<file path="config.mk">
export PLATFORM = sky130hd
export DESIGN_NAME = decode_execute_core
export DESIGN_NICKNAME = d
export VERILOG_FILES = /design/src/rtl/isa_pkg.sv /design/src/rtl/pipe_pkg.sv /design/src/rtl/de_bus_if.sv /design/src/rtl/decode_unit.sv /design/src/rtl/pipe_reg.sv /design/src/rtl/execute_unit.sv /design/src/rtl/decode_execute_core.sv
export VERILOG_INCLUDE_DIRS = /design/src /design/src/include
export SDC_FILE = /design/constraint.sdc
export NUM_CORES = 1
export LEC_CHECK = 0
export BUFFER_PORTS_ARGS = -buffer_cell sky130_fd_sc_hd__clkbuf_2
export CELL_PAD_IN_SITES_DETAIL_PLACEMENT = 0
export CELL_PAD_IN_SITES_GLOBAL_PLACEMENT = 1
export CORE_UTILIZATION = 46
export DETAILED_ROUTE_END_ITERATION = 6
export PLACE_DENSITY = 0.88
export REMOVE_ABC_BUFFERS = 1
export SLEW_MARGIN = 20
export SYNTH_ARGS = -nofsm -noshare
export SYNTH_HDL_FRONTEND = slang
export SYNTH_HIERARCHICAL = 1
export SYNTH_SLANG_ARGS = --single-unit
</file>
<file path="constraint.sdc">
create_clock -name clk -period 8 [get_ports clk]
set_clock_uncertainty 0.05 [all_clocks]
set_input_delay 0.8 -clock clk [delete_from_list [all_inputs] [get_ports clk]]
set_output_delay 0.8 -clock clk [all_outputs]
set_load 0.02 [all_outputs]
</file>
<file path="src/include/core_macros.svh">
`ifndef CORE_MACROS_SVH
`define CORE_MACROS_SVH

// ----------------------------------------------------------------------------
// Core widths
// ----------------------------------------------------------------------------

// Data and address width.
`define CORE_XLEN 32

// Register file index width.
`define CORE_REG_BITS 5

// ----------------------------------------------------------------------------
// Reset values
// ----------------------------------------------------------------------------

// PC that the front end starts from and the idle redirect target.
`define CORE_RESET_PC 32'h0000_0000

`endif

</file>
<file path="src/rtl/isa_pkg.sv">
`include "core_macros.svh"

package isa_pkg;

    // ------------------------------------------------------------------------
    // RV32I major opcodes
    // ------------------------------------------------------------------------
    localparam logic [6:0] opc_op     = 7'b0110011;
    localparam logic [6:0] opc_op_imm = 7'b0010011;
    localparam logic [6:0] opc_lui    = 7'b0110111;
    localparam logic [6:0] opc_auipc  = 7'b0010111;
    localparam logic [6:0] opc_jal    = 7'b1101111;
    localparam logic [6:0] opc_jalr   = 7'b1100111;
    localparam logic [6:0] opc_branch = 7'b1100011;
    localparam logic [6:0] opc_load   = 7'b0000011;
    localparam logic [6:0] opc_store  = 7'b0100011;

    localparam int unsigned shamt_bits = $clog2(`CORE_XLEN); // Shift amount width.

    typedef enum logic [3:0] {
        alu_add, alu_sub, alu_sll, alu_slt, alu_sltu, alu_xor,
        alu_srl, alu_sra, alu_or, alu_and, alu_pass_b
    } alu_op_e;

    typedef enum logic [2:0] {
        br_eq  = 3'b000,
        br_ne  = 3'b001,
        br_lt  = 3'b100,
        br_ge  = 3'b101,
        br_ltu = 3'b110,
        br_geu = 3'b111
    } branch_e; // Same codes as the branch funct3 field.

    typedef enum logic [1:0] {
        res_alu      = 2'd0,
        res_mem      = 2'd1,
        res_pc_plus4 = 2'd2
    } result_src_e;

endpackage

</file>
<file path="src/rtl/pipe_pkg.sv">
`include "core_macros.svh"

package pipe_pkg;

    import isa_pkg::*;

    // ------------------------------------------------------------------------
    // Decode to execute
    // ------------------------------------------------------------------------
    typedef struct packed {
        logic                      reg_write;
        logic                      mem_write;
        result_src_e               result_src;
        alu_op_e                   alu_op;
        logic                      alu_src_a;       // Operand A is the PC.
        logic                      alu_src_b;       // Operand B is the immediate.
        logic                      branch;
        logic                      jump;
        logic                      pc_target_src;   // Target base is r_out1 (jalr).
        branch_e                   branch_type;
        logic [`CORE_XLEN-1:0]     pc;
        logic [`CORE_XLEN-1:0]     pc_plus4;
        logic [`CORE_XLEN-1:0]     imm;
        logic [`CORE_XLEN-1:0]     r_out1;
        logic [`CORE_XLEN-1:0]     r_out2;
        logic [`CORE_REG_BITS-1:0] rd;
        logic [`CORE_REG_BITS-1:0] ra;
        logic [`CORE_REG_BITS-1:0] rb;
        logic [6:0]                opcode;
        logic                      prediction_made;
        logic                      predicted_taken;
        logic [`CORE_XLEN-1:0]     btb_target;
    } de_payload_t;

    // ------------------------------------------------------------------------
    // Execute to write-back
    // ------------------------------------------------------------------------
    typedef struct packed {
        logic                      reg_write;
        result_src_e               result_src;
        logic                      mem_write;
        logic [`CORE_REG_BITS-1:0] rd;
        logic [`CORE_XLEN-1:0]     result;
        logic [`CORE_XLEN-1:0]     store_data;
    } ew_payload_t;

endpackage

</file>
<file path="src/rtl/de_bus_if.sv">
`timescale 1ns/1ns

interface de_bus_if import pipe_pkg::*; ();

    de_payload_t payload;
    logic        en;
    logic        flush;
    logic        no_op;

    modport decoder (
        output payload
    );

    modport core (
        output en, flush, no_op
    );

    modport sink (
        input payload, en, flush, no_op
    );

endinterface

</file>
<file path="src/rtl/decode_unit.sv">
`timescale 1ns/1ns
`include "core_macros.svh"

module decode_unit import isa_pkg::*, pipe_pkg::*; (
    input  logic [31:0]            instr,
    input  logic [`CORE_XLEN-1:0]  pc,
    input  logic [`CORE_XLEN-1:0]  r_out1,
    input  logic [`CORE_XLEN-1:0]  r_out2,
    input  logic                   prediction_made,
    input  logic                   predicted_taken,
    input  logic [`CORE_XLEN-1:0]  btb_target,
    de_bus_if.decoder              bus
);

    logic [6:0]            opcode;
    logic [2:0]            funct3;
    logic                  alt;    // Bit 5 of funct7 selects sub and sra.
    logic [`CORE_XLEN-1:0] imm_i;
    logic [`CORE_XLEN-1:0] imm_s;
    logic [`CORE_XLEN-1:0] imm_b;
    logic [`CORE_XLEN-1:0] imm_u;
    logic [`CORE_XLEN-1:0] imm_j;
    de_payload_t           dec;

    function automatic alu_op_e alu_from_funct3(input logic [2:0] f3, input logic sub_sra,
                                                input logic is_reg);
        case (f3)
            3'b000:  return (is_reg && sub_sra) ? alu_sub : alu_add;
            3'b001:  return alu_sll;
            3'b010:  return alu_slt;
            3'b011:  return alu_sltu;
            3'b100:  return alu_xor;
            3'b101:  return sub_sra ? alu_sra : alu_srl;
            3'b110:  return alu_or;
            default: return alu_and;
        endcase
    endfunction

    assign opcode = instr[6:0];
    assign funct3 = instr[14:12];
    assign alt    = instr[30];

    // ------------------------------------------------------------------------
    // Immediate formats
    // ------------------------------------------------------------------------
    assign imm_i = {{(`CORE_XLEN-12){instr[31]}}, instr[31:20]};
    assign imm_s = {{(`CORE_XLEN-12){instr[31]}}, instr[31:25], instr[11:7]};
    assign imm_b = {{(`CORE_XLEN-13){instr[31]}}, instr[31], instr[7], instr[30:25],
                    instr[11:8], 1'b0};
    assign imm_u = {instr[31:12], {(`CORE_XLEN-20){1'b0}}};
    assign imm_j = {{(`CORE_XLEN-21){instr[31]}}, instr[31], instr[19:12], instr[20],
                    instr[30:21], 1'b0};

    always_comb begin
        dec                 = '0; // Unknown opcodes stay a bubble for control.
        dec.pc              = pc;
        dec.pc_plus4        = pc + `CORE_XLEN'd4;
        dec.r_out1          = r_out1;
        dec.r_out2          = r_out2;
        dec.rd              = instr[11:7];
        dec.ra              = instr[19:15];
        dec.rb              = instr[24:20];
        dec.opcode          = opcode;
        dec.prediction_made = prediction_made;
        dec.predicted_taken = predicted_taken;
        dec.btb_target      = btb_target;
        dec.result_src      = res_alu;
        dec.alu_op          = alu_add;
        dec.branch_type     = br_eq;
        case (opcode)
            opc_op: begin
                dec.reg_write = 1'b1;
                dec.alu_op    = alu_from_funct3(funct3, alt, 1'b1);
            end
            opc_op_imm: begin
                dec.reg_write = 1'b1;
                dec.alu_op    = alu_from_funct3(funct3, alt, 1'b0);
                dec.alu_src_b = 1'b1;
                dec.imm       = imm_i;
            end
            opc_lui: begin
                dec.reg_write = 1'b1;
                dec.alu_op    = alu_pass_b;
                dec.alu_src_b = 1'b1;
                dec.imm       = imm_u;
            end
            opc_auipc: begin
                dec.reg_write = 1'b1;
                dec.alu_src_a = 1'b1;
                dec.alu_src_b = 1'b1;
                dec.imm       = imm_u;
            end
            opc_jal: begin
                dec.reg_write  = 1'b1;
                dec.jump       = 1'b1;
                dec.result_src = res_pc_plus4;
                dec.imm        = imm_j;
            end
            opc_jalr: begin
                dec.reg_write     = 1'b1;
                dec.jump          = 1'b1;
                dec.pc_target_src = 1'b1;
                dec.result_src    = res_pc_plus4;
                dec.imm           = imm_i;
            end
            opc_branch: begin
                dec.branch      = 1'b1;
                dec.branch_type = branch_e'(funct3);
                dec.imm         = imm_b;
            end
            opc_load: begin
                dec.reg_write  = 1'b1;
                dec.result_src = res_mem;
                dec.alu_src_b  = 1'b1;
                dec.imm        = imm_i;
            end
            opc_store: begin
                dec.mem_write = 1'b1;
                dec.alu_src_b = 1'b1;
                dec.imm       = imm_s;
            end
            default: begin
                dec.reg_write = 1'b0;
            end
        endcase
    end

    assign bus.payload = dec;

endmodule

</file>
<file path="src/rtl/pipe_reg.sv">
`timescale 1ns/1ns

module pipe_reg #(
    parameter type payload_t = logic
) (
    input  logic     clk,
    input  logic     rst,
    input  logic     en,
    input  logic     flush,
    input  logic     no_op,
    input  payload_t d,
    output payload_t q
);

    // ------------------------------------------------------------------------
    // A zero payload is a bubble, so reset and kill share one path.
    // ------------------------------------------------------------------------
    always_ff @(posedge clk) begin
        if (rst) begin
            q <= '0;
        end else if (flush || no_op) begin
            q <= '0;          // Wins over a low enable.
        end else if (en) begin
            q <= d;
        end
    end

endmodule

</file>
<file path="src/rtl/execute_unit.sv">
`timescale 1ns/1ns
`include "core_macros.svh"

module execute_unit import isa_pkg::*, pipe_pkg::*; (
    input  de_payload_t           de,
    output ew_payload_t           ew,
    output logic                  mispredict,
    output logic [`CORE_XLEN-1:0] redirect_pc
);

    logic [`CORE_XLEN-1:0] op_a;
    logic [`CORE_XLEN-1:0] op_b;
    logic [`CORE_XLEN-1:0] alu_y;
    logic [`CORE_XLEN-1:0] base_sum;
    logic [`CORE_XLEN-1:0] target;
    logic [shamt_bits-1:0] shamt;
    logic                  cond;
    logic                  taken;
    logic                  pred_taken;

    // ------------------------------------------------------------------------
    // ALU
    // ------------------------------------------------------------------------
    assign op_a  = de.alu_src_a ? de.pc : de.r_out1;
    assign op_b  = de.alu_src_b ? de.imm : de.r_out2;
    assign shamt = op_b[shamt_bits-1:0];

    always_comb begin
        case (de.alu_op)
            alu_add:    alu_y = op_a + op_b;
            alu_sub:    alu_y = op_a - op_b;
            alu_sll:    alu_y = op_a << shamt;
            alu_slt:    alu_y = {{(`CORE_XLEN-1){1'b0}}, $signed(op_a) < $signed(op_b)};
            alu_sltu:   alu_y = {{(`CORE_XLEN-1){1'b0}}, op_a < op_b};
            alu_xor:    alu_y = op_a ^ op_b;
            alu_srl:    alu_y = op_a >> shamt;
            alu_sra:    alu_y = $unsigned($signed(op_a) >>> shamt);
            alu_or:     alu_y = op_a | op_b;
            alu_and:    alu_y = op_a & op_b;
            alu_pass_b: alu_y = op_b;
            default:    alu_y = '0;
        endcase
    end

    // ------------------------------------------------------------------------
    // Branch resolution
    // ------------------------------------------------------------------------
    always_comb begin
        case (de.branch_type)
            br_eq:   cond = (de.r_out1 == de.r_out2);
            br_ne:   cond = (de.r_out1 != de.r_out2);
            br_lt:   cond = ($signed(de.r_out1) < $signed(de.r_out2));
            br_ge:   cond = ($signed(de.r_out1) >= $signed(de.r_out2));
            br_ltu:  cond = (de.r_out1 < de.r_out2);
            br_geu:  cond = (de.r_out1 >= de.r_out2);
            default: cond = 1'b0; // Reserved funct3 never branches.
        endcase
    end

    assign base_sum   = (de.pc_target_src ? de.r_out1 : de.pc) + de.imm;
    assign target     = de.pc_target_src ? {base_sum[`CORE_XLEN-1:1], 1'b0} : base_sum;
    assign taken      = de.jump || (de.branch && cond);
    assign pred_taken = de.prediction_made && de.predicted_taken;

    assign mispredict = (pred_taken != taken) ||
                        (taken && pred_taken && (de.btb_target != target));

    always_comb begin
        if (!mispredict) begin
            redirect_pc = `CORE_RESET_PC;
        end else if (taken) begin
            redirect_pc = target;
        end else begin
            redirect_pc = de.pc_plus4; // Predicted taken but fell through.
        end
    end

    // ------------------------------------------------------------------------
    // Write-back payload
    // ------------------------------------------------------------------------
    assign ew.reg_write  = de.reg_write;
    assign ew.result_src = de.result_src;
    assign ew.mem_write  = de.mem_write;
    assign ew.rd         = de.rd;
    assign ew.result     = de.jump ? de.pc_plus4 : alu_y; // Link address for jal and jalr.
    assign ew.store_data = de.r_out2;

endmodule

</file>
<file path="src/rtl/decode_execute_core.sv">
`timescale 1ns/1ns
`include "core_macros.svh"

module decode_execute_core import pipe_pkg::*; (
    input  logic                      clk,
    input  logic                      rst,
    input  logic                      in_valid,
    input  logic                      stall,
    input  logic                      no_op,
    input  logic [31:0]               instr,
    input  logic [`CORE_XLEN-1:0]     pc,
    input  logic [`CORE_XLEN-1:0]     r_out1,
    input  logic [`CORE_XLEN-1:0]     r_out2,
    input  logic                      prediction_made,
    input  logic                      predicted_taken,
    input  logic [`CORE_XLEN-1:0]     btb_target,
    output logic                      reg_write,
    output logic                      mem_write,
    output logic [1:0]                result_src,
    output logic [`CORE_REG_BITS-1:0] rd,
    output logic [`CORE_XLEN-1:0]     result,
    output logic [`CORE_XLEN-1:0]     store_data,
    output logic                      redirect_valid,
    output logic [`CORE_XLEN-1:0]     redirect_pc
);

    de_payload_t de_q;
    ew_payload_t ew_d;
    ew_payload_t ew_q;
    logic        mispredict;

    de_bus_if de_if ();

    // ------------------------------------------------------------------------
    // D/E control. A stall keeps the bubble and flush paths off as well.
    // ------------------------------------------------------------------------
    assign de_if.en    = in_valid && !stall;
    assign de_if.flush = mispredict && !stall;
    assign de_if.no_op = !stall && (no_op || !in_valid);

    decode_unit i_decode_unit (
        .instr           (instr),
        .pc              (pc),
        .r_out1          (r_out1),
        .r_out2          (r_out2),
        .prediction_made (prediction_made),
        .predicted_taken (predicted_taken),
        .btb_target      (btb_target),
        .bus             (de_if.decoder)
    );

    pipe_reg #(.payload_t(de_payload_t)) i_de_reg (
        .clk   (clk),
        .rst   (rst),
        .en    (de_if.en),
        .flush (de_if.flush),
        .no_op (de_if.no_op),
        .d     (de_if.payload),
        .q     (de_q)
    );

    execute_unit i_execute_unit (
        .de          (de_q),
        .ew          (ew_d),
        .mispredict  (mispredict),
        .redirect_pc (redirect_pc)
    );

    pipe_reg #(.payload_t(ew_payload_t)) i_ew_reg (
        .clk   (clk),
        .rst   (rst),
        .en    (!stall),
        .flush (1'b0),
        .no_op (1'b0),
        .d     (ew_d),
        .q     (ew_q)
    );

    assign redirect_valid = mispredict;
    assign reg_write      = ew_q.reg_write;
    assign mem_write      = ew_q.mem_write;
    assign result_src     = ew_q.result_src;
    assign rd             = ew_q.rd;
    assign result         = ew_q.result;
    assign store_data     = ew_q.store_data;

endmodule

</file>
==> parameters.txt, run 1 <==
Parameter                              Value

Run status
  Result of the run ... finished, final reports clean

Finish
  Filler Cell Count ... 5,812
  Commonest non-fill, non-tap cell in the layout ... sky130_fd_sc_hd__nor2_1
  Ratio of cells with drive above 1 in the final layout ... 14.3%
  Non-filler cells in the finished layout ... 4,216
  Post-layout nets ... 3,753
  Most frequent cells in the layout ... sky130_fd_sc_hd__nor2_1, sky130_fd_sc_hd__mux2i_1, sky130_fd_sc_hd__dfxtp_1, sky130_fd_sc_hd__clkbuf_2, sky130_fd_sc_hd__nand2_1
  Synthesis-to-layout area growth ... 6.10%

Routing
  DR vias/cell ... 6.25
  Vias ... 26.4k
  Remaining design rule violation count ... 0
  DRC marker count from the first detailed-route iteration ... 2,992
  Wire length reported by the detailed router ... 110,000 microns
  Average detailed-routed wire length per instance ... 26.1 microns
  First-pass iteration count of the detailed router ... 6
  Antenna violation net count after detailed routing ... 0

Setup path
  Worst endpoint required time ... 7150 ps
  Sequence of cells on the critical path ... inv_1 > ha_1 > nand4_1 > nor4_2 > a21boi_0 > o31a_1 > nor2_1 > mux2i_1 > mux2i_1 > o41ai_4 > inv_2 > ha_1 > a311oi_1 > o2111ai_1 > a221o_1 > nor3_1 > nand4_1 > or4_1 > nor4_4 > buf_4 > buf_4 > nor3_1 > clkbuf_2
  Library cell contributing the largest single delay on the critical path ... sky130_fd_sc_hd__nor4_2
  Setup crit start kind ... register
  Arrival @ worst endpoint ... 6720 ps
  Peak fanout along the critical path ... 15
  Crit path largest cell delay ... 640 ps
  Critical path endpoint category ... primary output
  Reg2reg path depth ... 25
  CP Class ... register to primary output

Placed design
  Number of cells in the design after placement ... 4,147
  Routability congestion estimate ... 1.02
  Worst setup slack before clock tree synthesis ... 411 ps
  IO Port Bufs ... 272
  Detailed placement HPWL ... 85,400 microns

GRT
  Peak-usage layer in the global routing report ... met2
  Maximum number of pins on one net before global-route repair ... 139
  GRT Util Overall ... 35.4%
  Number of antenna violations at the first check in global routing ... 4
  Grt ovf ... 0
  GR met2 Demand/Resource ... 55.2%
  Global routing usage on met1 ... 48.7%
  Met3 Use GR ... 5.03%
  Via count of the first global-routing pass ... 24.2k
  First-pass GRT wire length ... 160,000 microns

Timing
  Post-route setup TNS ... 0 ps
  Number of max-slew violations in the final report ... 0
  Minimum clock period after layout ... 7570 ps
  RSZ-0062 raised after global routing ... false
  Period utilisation layout ... 94.6%
  Slew @ Worst Pin ... 1180 ps
  Count of final hold-check violations ... 0
  Highest clock rate ... 0.132 GHz
  Final count of negative-setup-slack endpoints ... 0
  Final worst-path setup slack ... 429 ps
  Worst rel slew slack ... 21.5%

Pwr
  Power density of the placed cells ... 142 nW/um^2
  Worst voltage drop across the vdd grid ... 0.154 mV
  Leakage power ... 0.0125 uW

Clocking
  Cell at the root of the clock tree ... sky130_fd_sc_hd__clkbuf_16
  Max H-tree Level ... 2
  CTS tree ... built
  Clock latency on the worst-skew pair ... 590 ps
  CTS max path bufs ... 3
  Number of buffers inserted for hold repair after clock tree synthesis ... 0
  Total number of clock tree sinks ... 288
  Number of buffers created by CTS ... 36
  Reg clk slew, reported paths ... 60 ps

Floorplanning
  Horiz. Die Dim ... 245 microns
  Die extent in y ... 245 microns
  Floorplan die area ... 60,000 sq um
  Cell row count ... 88
  Initial standard-cell utilization of the core ... 46.8%
  Core area ... 58,000 sq um
  IO Count ... 273

Run
  # Max-Cap Violations ... 0

Min path
  Type of the worst min-delay path ... primary input to register
  Number of stages on the worst hold path ... 3

Synth
  Warnings from Yosys ... 6
  Post-Syn Area ... 27,200 sq um
  Synthesized netlist cell count ... 3,453
  Syn_area_per_cell ... 7.87 sq um
state kept, by name, summed over array words and instances (netlist names):
| signal | cells |
|---|---|
| i_ew_reg/q | 73 |
| i_de_reg/q | 215 |
layer usage:
| layer | routed length [microns] | vias up |
|---|---|---|
| met1 | 47200 | 12678 |
| met2 | 48900 | 1364 |
| met3 | 9390 | 212 |
| met5 | 11 | - |
| met4 | 4610 | 2 |
| li1 | - | 12099 |
metrics by stage:
stage / util [%] / total power [uW] / hold WS (ps) / instance area (sq um)
3_5_place_dp: 47.4 / 2290 / 427 / 27500
6_report: 49.7 / 4080 / 398 / 28800
2_1_floorplan: - / 2050 / 402 / 24600
4_1_cts: 49.7 / 4080 / 380 / 28800
3_3_place_gp: 47.3 / 2290 / 414 / 27500
5_1_grt: 49.7 / 4210 / 398 / 28800
repair_timing:
item	in CTS	in global routing
setup buffers	1	0
gates resized for setup	1	0
setup endpoints to repair	22	0
path summary, 6_finish.rpt:
check,slack [ps],end,from
worst max-delay path,430,redirect_pc[22],i_de_reg/q[70]
worst max register to register,680,i_de_reg/q[30],i_de_reg/q[70]
worst min-delay path,400,i_de_reg/q[0],btb_target[0]
worst min register to register,430,i_de_reg/q[32],i_de_reg/q[32]
power by group:
part           internal, uW  switching, uW
logic                   294            503
registers              1460           34.4
clock network          1080            705
total                  2840           1240
worst max-delay path: cells and delay by family, from the launching register on:
family	cells	cell delay [ps]
AOI/OAI and AO/OA	6	1740
buffers and inverters	5	800
DFF	1	370
adders and majority gates	2	660
and+or+nand+nor	8	2250
muxes	2	320
final cells by class:
| type | count | area [sq um] | area share (%) |
|---|---|---|---|
| clock inverter | 19 | 318 | 1.10 |
| sequential | 288 | 5770 | 20.0 |
| inverter | 149 | 562 | 1.95 |
| tap | 765 | 957 | 3.32 |
| multi-input combinational | 2616 | 18400 | 63.8 |
| clock buffer | 46 | 988 | 3.43 |
| antenna | 3 | 7.51 | 0.0260 |
| timing repair buffer | 330 | 1830 | 6.36 |
Power figures use the tool's default switching activity.
==> inputs of run 2 (changes only) <==
--- a/config.mk
+++ b/config.mk
@@ -9,12 +9,11 @@
 export BUFFER_PORTS_ARGS = -buffer_cell sky130_fd_sc_hd__clkbuf_2
 export CELL_PAD_IN_SITES_DETAIL_PLACEMENT = 0
 export CELL_PAD_IN_SITES_GLOBAL_PLACEMENT = 1
-export CORE_UTILIZATION = 46
+export CORE_UTILIZATION = 44
 export DETAILED_ROUTE_END_ITERATION = 6
-export PLACE_DENSITY = 0.88
+export PLACE_DENSITY = 0.87
 export REMOVE_ABC_BUFFERS = 1
 export SLEW_MARGIN = 20
 export SYNTH_ARGS = -nofsm -noshare
 export SYNTH_HDL_FRONTEND = slang
-export SYNTH_HIERARCHICAL = 1
 export SYNTH_SLANG_ARGS = --single-unit
==> parameters.txt, run 2 <==
Parameter                              Value

Timing
  Count of final hold-check violations ... 0
  Slew @ Worst Pin ... 1080 ps
  RSZ-0062 raised after global routing ... false
  Final worst-path setup slack ... 764 ps
  Period utilisation layout ... 90.4%
  Post-route setup TNS ... 0 ps
  Highest clock rate ... 0.138 GHz
  Final count of negative-setup-slack endpoints ... 0
  Number of max-slew violations in the final report ... 0
  Minimum clock period after layout ... 7240 ps
  Worst rel slew slack ... 27.0%

Synth
  Post-Syn Area ... 25,000 sq um
  Warnings from Yosys ... 0
  Share of synthesized registers carrying an async set or reset ... 0%
  Prevailing post-synth register cell ... sky130_fd_sc_hd__dfxtp_1
  Synth area leader ... sky130_fd_sc_hd__dfxtp_1
  Post-synthesis register bit count ... 286
  Dominant cell by count in the synthesized netlist ... sky130_fd_sc_hd__nand2_1
  Number of flops mapped to enable cells by yosys ... 0
  Fraction of synthesized cell area taken by the top area cell type ... 22.9%
  Largest cells by area after synthesis ... sky130_fd_sc_hd__dfxtp_1, sky130_fd_sc_hd__mux2i_1, sky130_fd_sc_hd__ha_1, sky130_fd_sc_hd__a21oi_1, sky130_fd_sc_hd__nand2_1
  Syn_area_per_cell ... 7.33 sq um
  Synthesized netlist cell count ... 3,406
  Sequential share of the synthesized area ... 22.9%
  Most numerous cell types in the synthesized netlist ... sky130_fd_sc_hd__nand2_1, sky130_fd_sc_hd__a21oi_1, sky130_fd_sc_hd__nor2_1, sky130_fd_sc_hd__dfxtp_1, sky130_fd_sc_hd__mux2i_1
  Cell variety after synth ... 105

Floorplanning
  Horiz. Die Dim ... 240 microns
  IO Count ... 273
  Floorplan die area ... 57,700 sq um
  Die extent in y ... 240 microns
  Initial standard-cell utilization of the core ... 44.9%
  Cell row count ... 86
  Core area ... 55,600 sq um

Clocking
  Post-CTS setup-driven buffer insertion count ... 0
  CTS tree ... built
  Clock latency on the worst-skew pair ... 580 ps
  Number of buffers inserted for hold repair after clock tree synthesis ... 0
  Cell at the root of the clock tree ... sky130_fd_sc_hd__clkbuf_16
  Total number of clock tree sinks ... 286
  Number of buffers created by CTS ... 36
  Reg clk slew, reported paths ... 60 ps
  Gates resized, CTS repair ... 0
  CTS max path bufs ... 3
  Max H-tree Level ... 2

Finish
  Ratio of cells with drive above 1 in the final layout ... 14.7%
  Most frequent cells in the layout ... sky130_fd_sc_hd__nand2_1, sky130_fd_sc_hd__a21oi_1, sky130_fd_sc_hd__nor2_1, sky130_fd_sc_hd__dfxtp_1, sky130_fd_sc_hd__clkbuf_2
  Number of flip-flops in the largest register ... 213
  Non-filler cells in the finished layout ... 4,305
  Synthesis-to-layout area growth ... 11.8%
  Largest registers ... i_de_reg.q x213, i_ew_reg.q x73
  Post-layout nets ... 3,859
  Post-route standard cell area excluding fillers ... 27,900 sq um
  Largest reg by FF count ... i_de_reg.q
  Filler Cell Count ... 5,682
  Commonest non-fill, non-tap cell in the layout ... sky130_fd_sc_hd__nand2_1

Routing
  First-pass iteration count of the detailed router ... 6
  Remaining design rule violation count ... 0
  DR vias/cell ... 6.29
  Vias ... 27.1k
  Antenna violation net count after detailed routing ... 0
  DRC marker count from the first detailed-route iteration ... 3,963
  Average detailed-routed wire length per instance ... 25.1 microns
  Wire length reported by the detailed router ... 108,000 microns

Run status
  Result of the run ... finished, final reports clean

GRT
  GRT Util Overall ... 36.7%
  Maximum number of pins on one net before global-route repair ... 214
  Via count of the first global-routing pass ... 24.8k
  Grt ovf ... 0
  Number of antenna violations at the first check in global routing ... 5
  First-pass GRT wire length ... 159,000 microns

Pwr
  Power density of the placed cells ... 143 nW/um^2
  Part of the total power dissipated in sequential elements ... 38.1%
  Part of the power in the clock network ... 42.3%
  Switching part of the total ... 31.9%
  PnR Total Power ... 3990 uW
  Net switching power of the design ... 1270 uW
  Total internal power ... 2720 uW
  Worst voltage drop across the vdd grid ... 0.126 mV
  Gate power share ... 19.6%
  Leakage power ... 0.0116 uW

Placed design
  Detailed placement HPWL ... 83,800 microns
  Number of cells in the design after placement ... 4,237
  Worst setup slack before clock tree synthesis ... 1410 ps
  Routability congestion estimate ... 1.09
  Placement Cell Area ... 26,700 sq um
  IO Port Bufs ... 272

Setup path
  Arrival @ worst endpoint ... 6390 ps
  Sequence of cells on the critical path ... buf_4 > mux2_2 > ha_1 > nand3_1 > a21o_1 > a21boi_1 > a211oi_4 > a211oi_2 > a31oi_1 > xor2_1 > or4b_1 > or3_4 > o31ai_4 > buf_12 > a211oi_1 > clkbuf_2
  CP Class ... register to primary output
  Worst endpoint required time ... 7150 ps
  Crit path largest cell delay ... 920 ps
  Peak fanout along the critical path ... 22
  Top delay family on crit path ... compound AO/OA/AOI/OAI gates
  Setup crit start kind ... register
  Library cell contributing the largest single delay on the critical path ... sky130_fd_sc_hd__dfxtp_1
  Count of buffer and inverter cells on the critical path ... 3
  Critical path endpoint category ... primary output

Run
  # Max-Cap Violations ... 0

Min path
  Type of the worst min-delay path ... primary input to register
[run 2: per-layer routing]
| layer | global-route usage (%) | share of wire, % | routed length (microns) |
|---|---|---|---|
| met4 | 16.7 | 5.2 | 5610 |
| met3 | 7.72 | 11 | 11600 |
| met1 | 49.5 | 41 | 44300 |
| met2 | 55.6 | 43 | 46500 |
| met5 | 0 | 0.024 | 26 |
[run 2: layout make-up]
class / count / area, sq um / share of cell area [%]
multi-input combinational: 2729 / 17700 / 63.3
tap: 748 / 936 / 3.35
sequential: 286 / 5730 / 20.5
inverter: 156 / 586 / 2.10
timing repair buffer: 318 / 1750 / 6.25
clock inverter: 16 / 209 / 0.748
clock buffer: 50 / 1030 / 3.70
antenna: 2 / 5.00 / 0.0179
[run 2: cells by family after synthesis]
family	count (synthesis)	synth area share, %
buffers and inverters	391	6.67
AO/OA/AOI/OAI	1022	26.4
adder cells (fa/ha/maj)	165	8.35
AND/OR/NAND/NOR	1187	21.1
multiplexers	268	11.0
XOR/XNOR	87	3.54
flip-flops	286	22.9
[run 2: tightest hold or removal path: cells and delay by family]
family          cells  cell delay (ps)
buf+inv             1               80
compound gates      1               50
simple gates        1               40
[run 2: metrics by stage]
| step | hold slack (ps) | util (%) |
|---|---|---|
| after floorplan | 382 | - |
| after global placement | 394 | 48.0 |
| after CTS | 376 | 50.2 |
| after global routing | 395 | 50.2 |
| after detailed placement | 397 | 48.0 |
| final | 387 | 50.2 |
[run 2: worst paths after layout]
| kind | startpoint | end | slack, ps | depth (start not counted) |
|---|---|---|---|---|
| min reg2reg | i_de_reg.q[32] | i_de_reg.q[32] | 400 | 2 |
| max | i_de_reg.q[219] | redirect_pc[1] | 760 | 16 |
| min | r_out2[1] | i_de_reg.q[57] | 390 | 3 |
| max reg2reg | i_de_reg.q[219] | i_de_reg.q[160] | 2080 | 15 |
[run 2: power by group through the flow]
stage | Clock (uW) | Combinational, uW | Sequential [uW]
final | 1690 | 781 | 1520
after global routing | 1770 | 838 | 1520
after CTS | 1700 | 759 | 1520
after detailed placement | 0 | 756 | 1550
after global placement | 0 | 754 | 1550
after floorplan | 0 | 477 | 1540
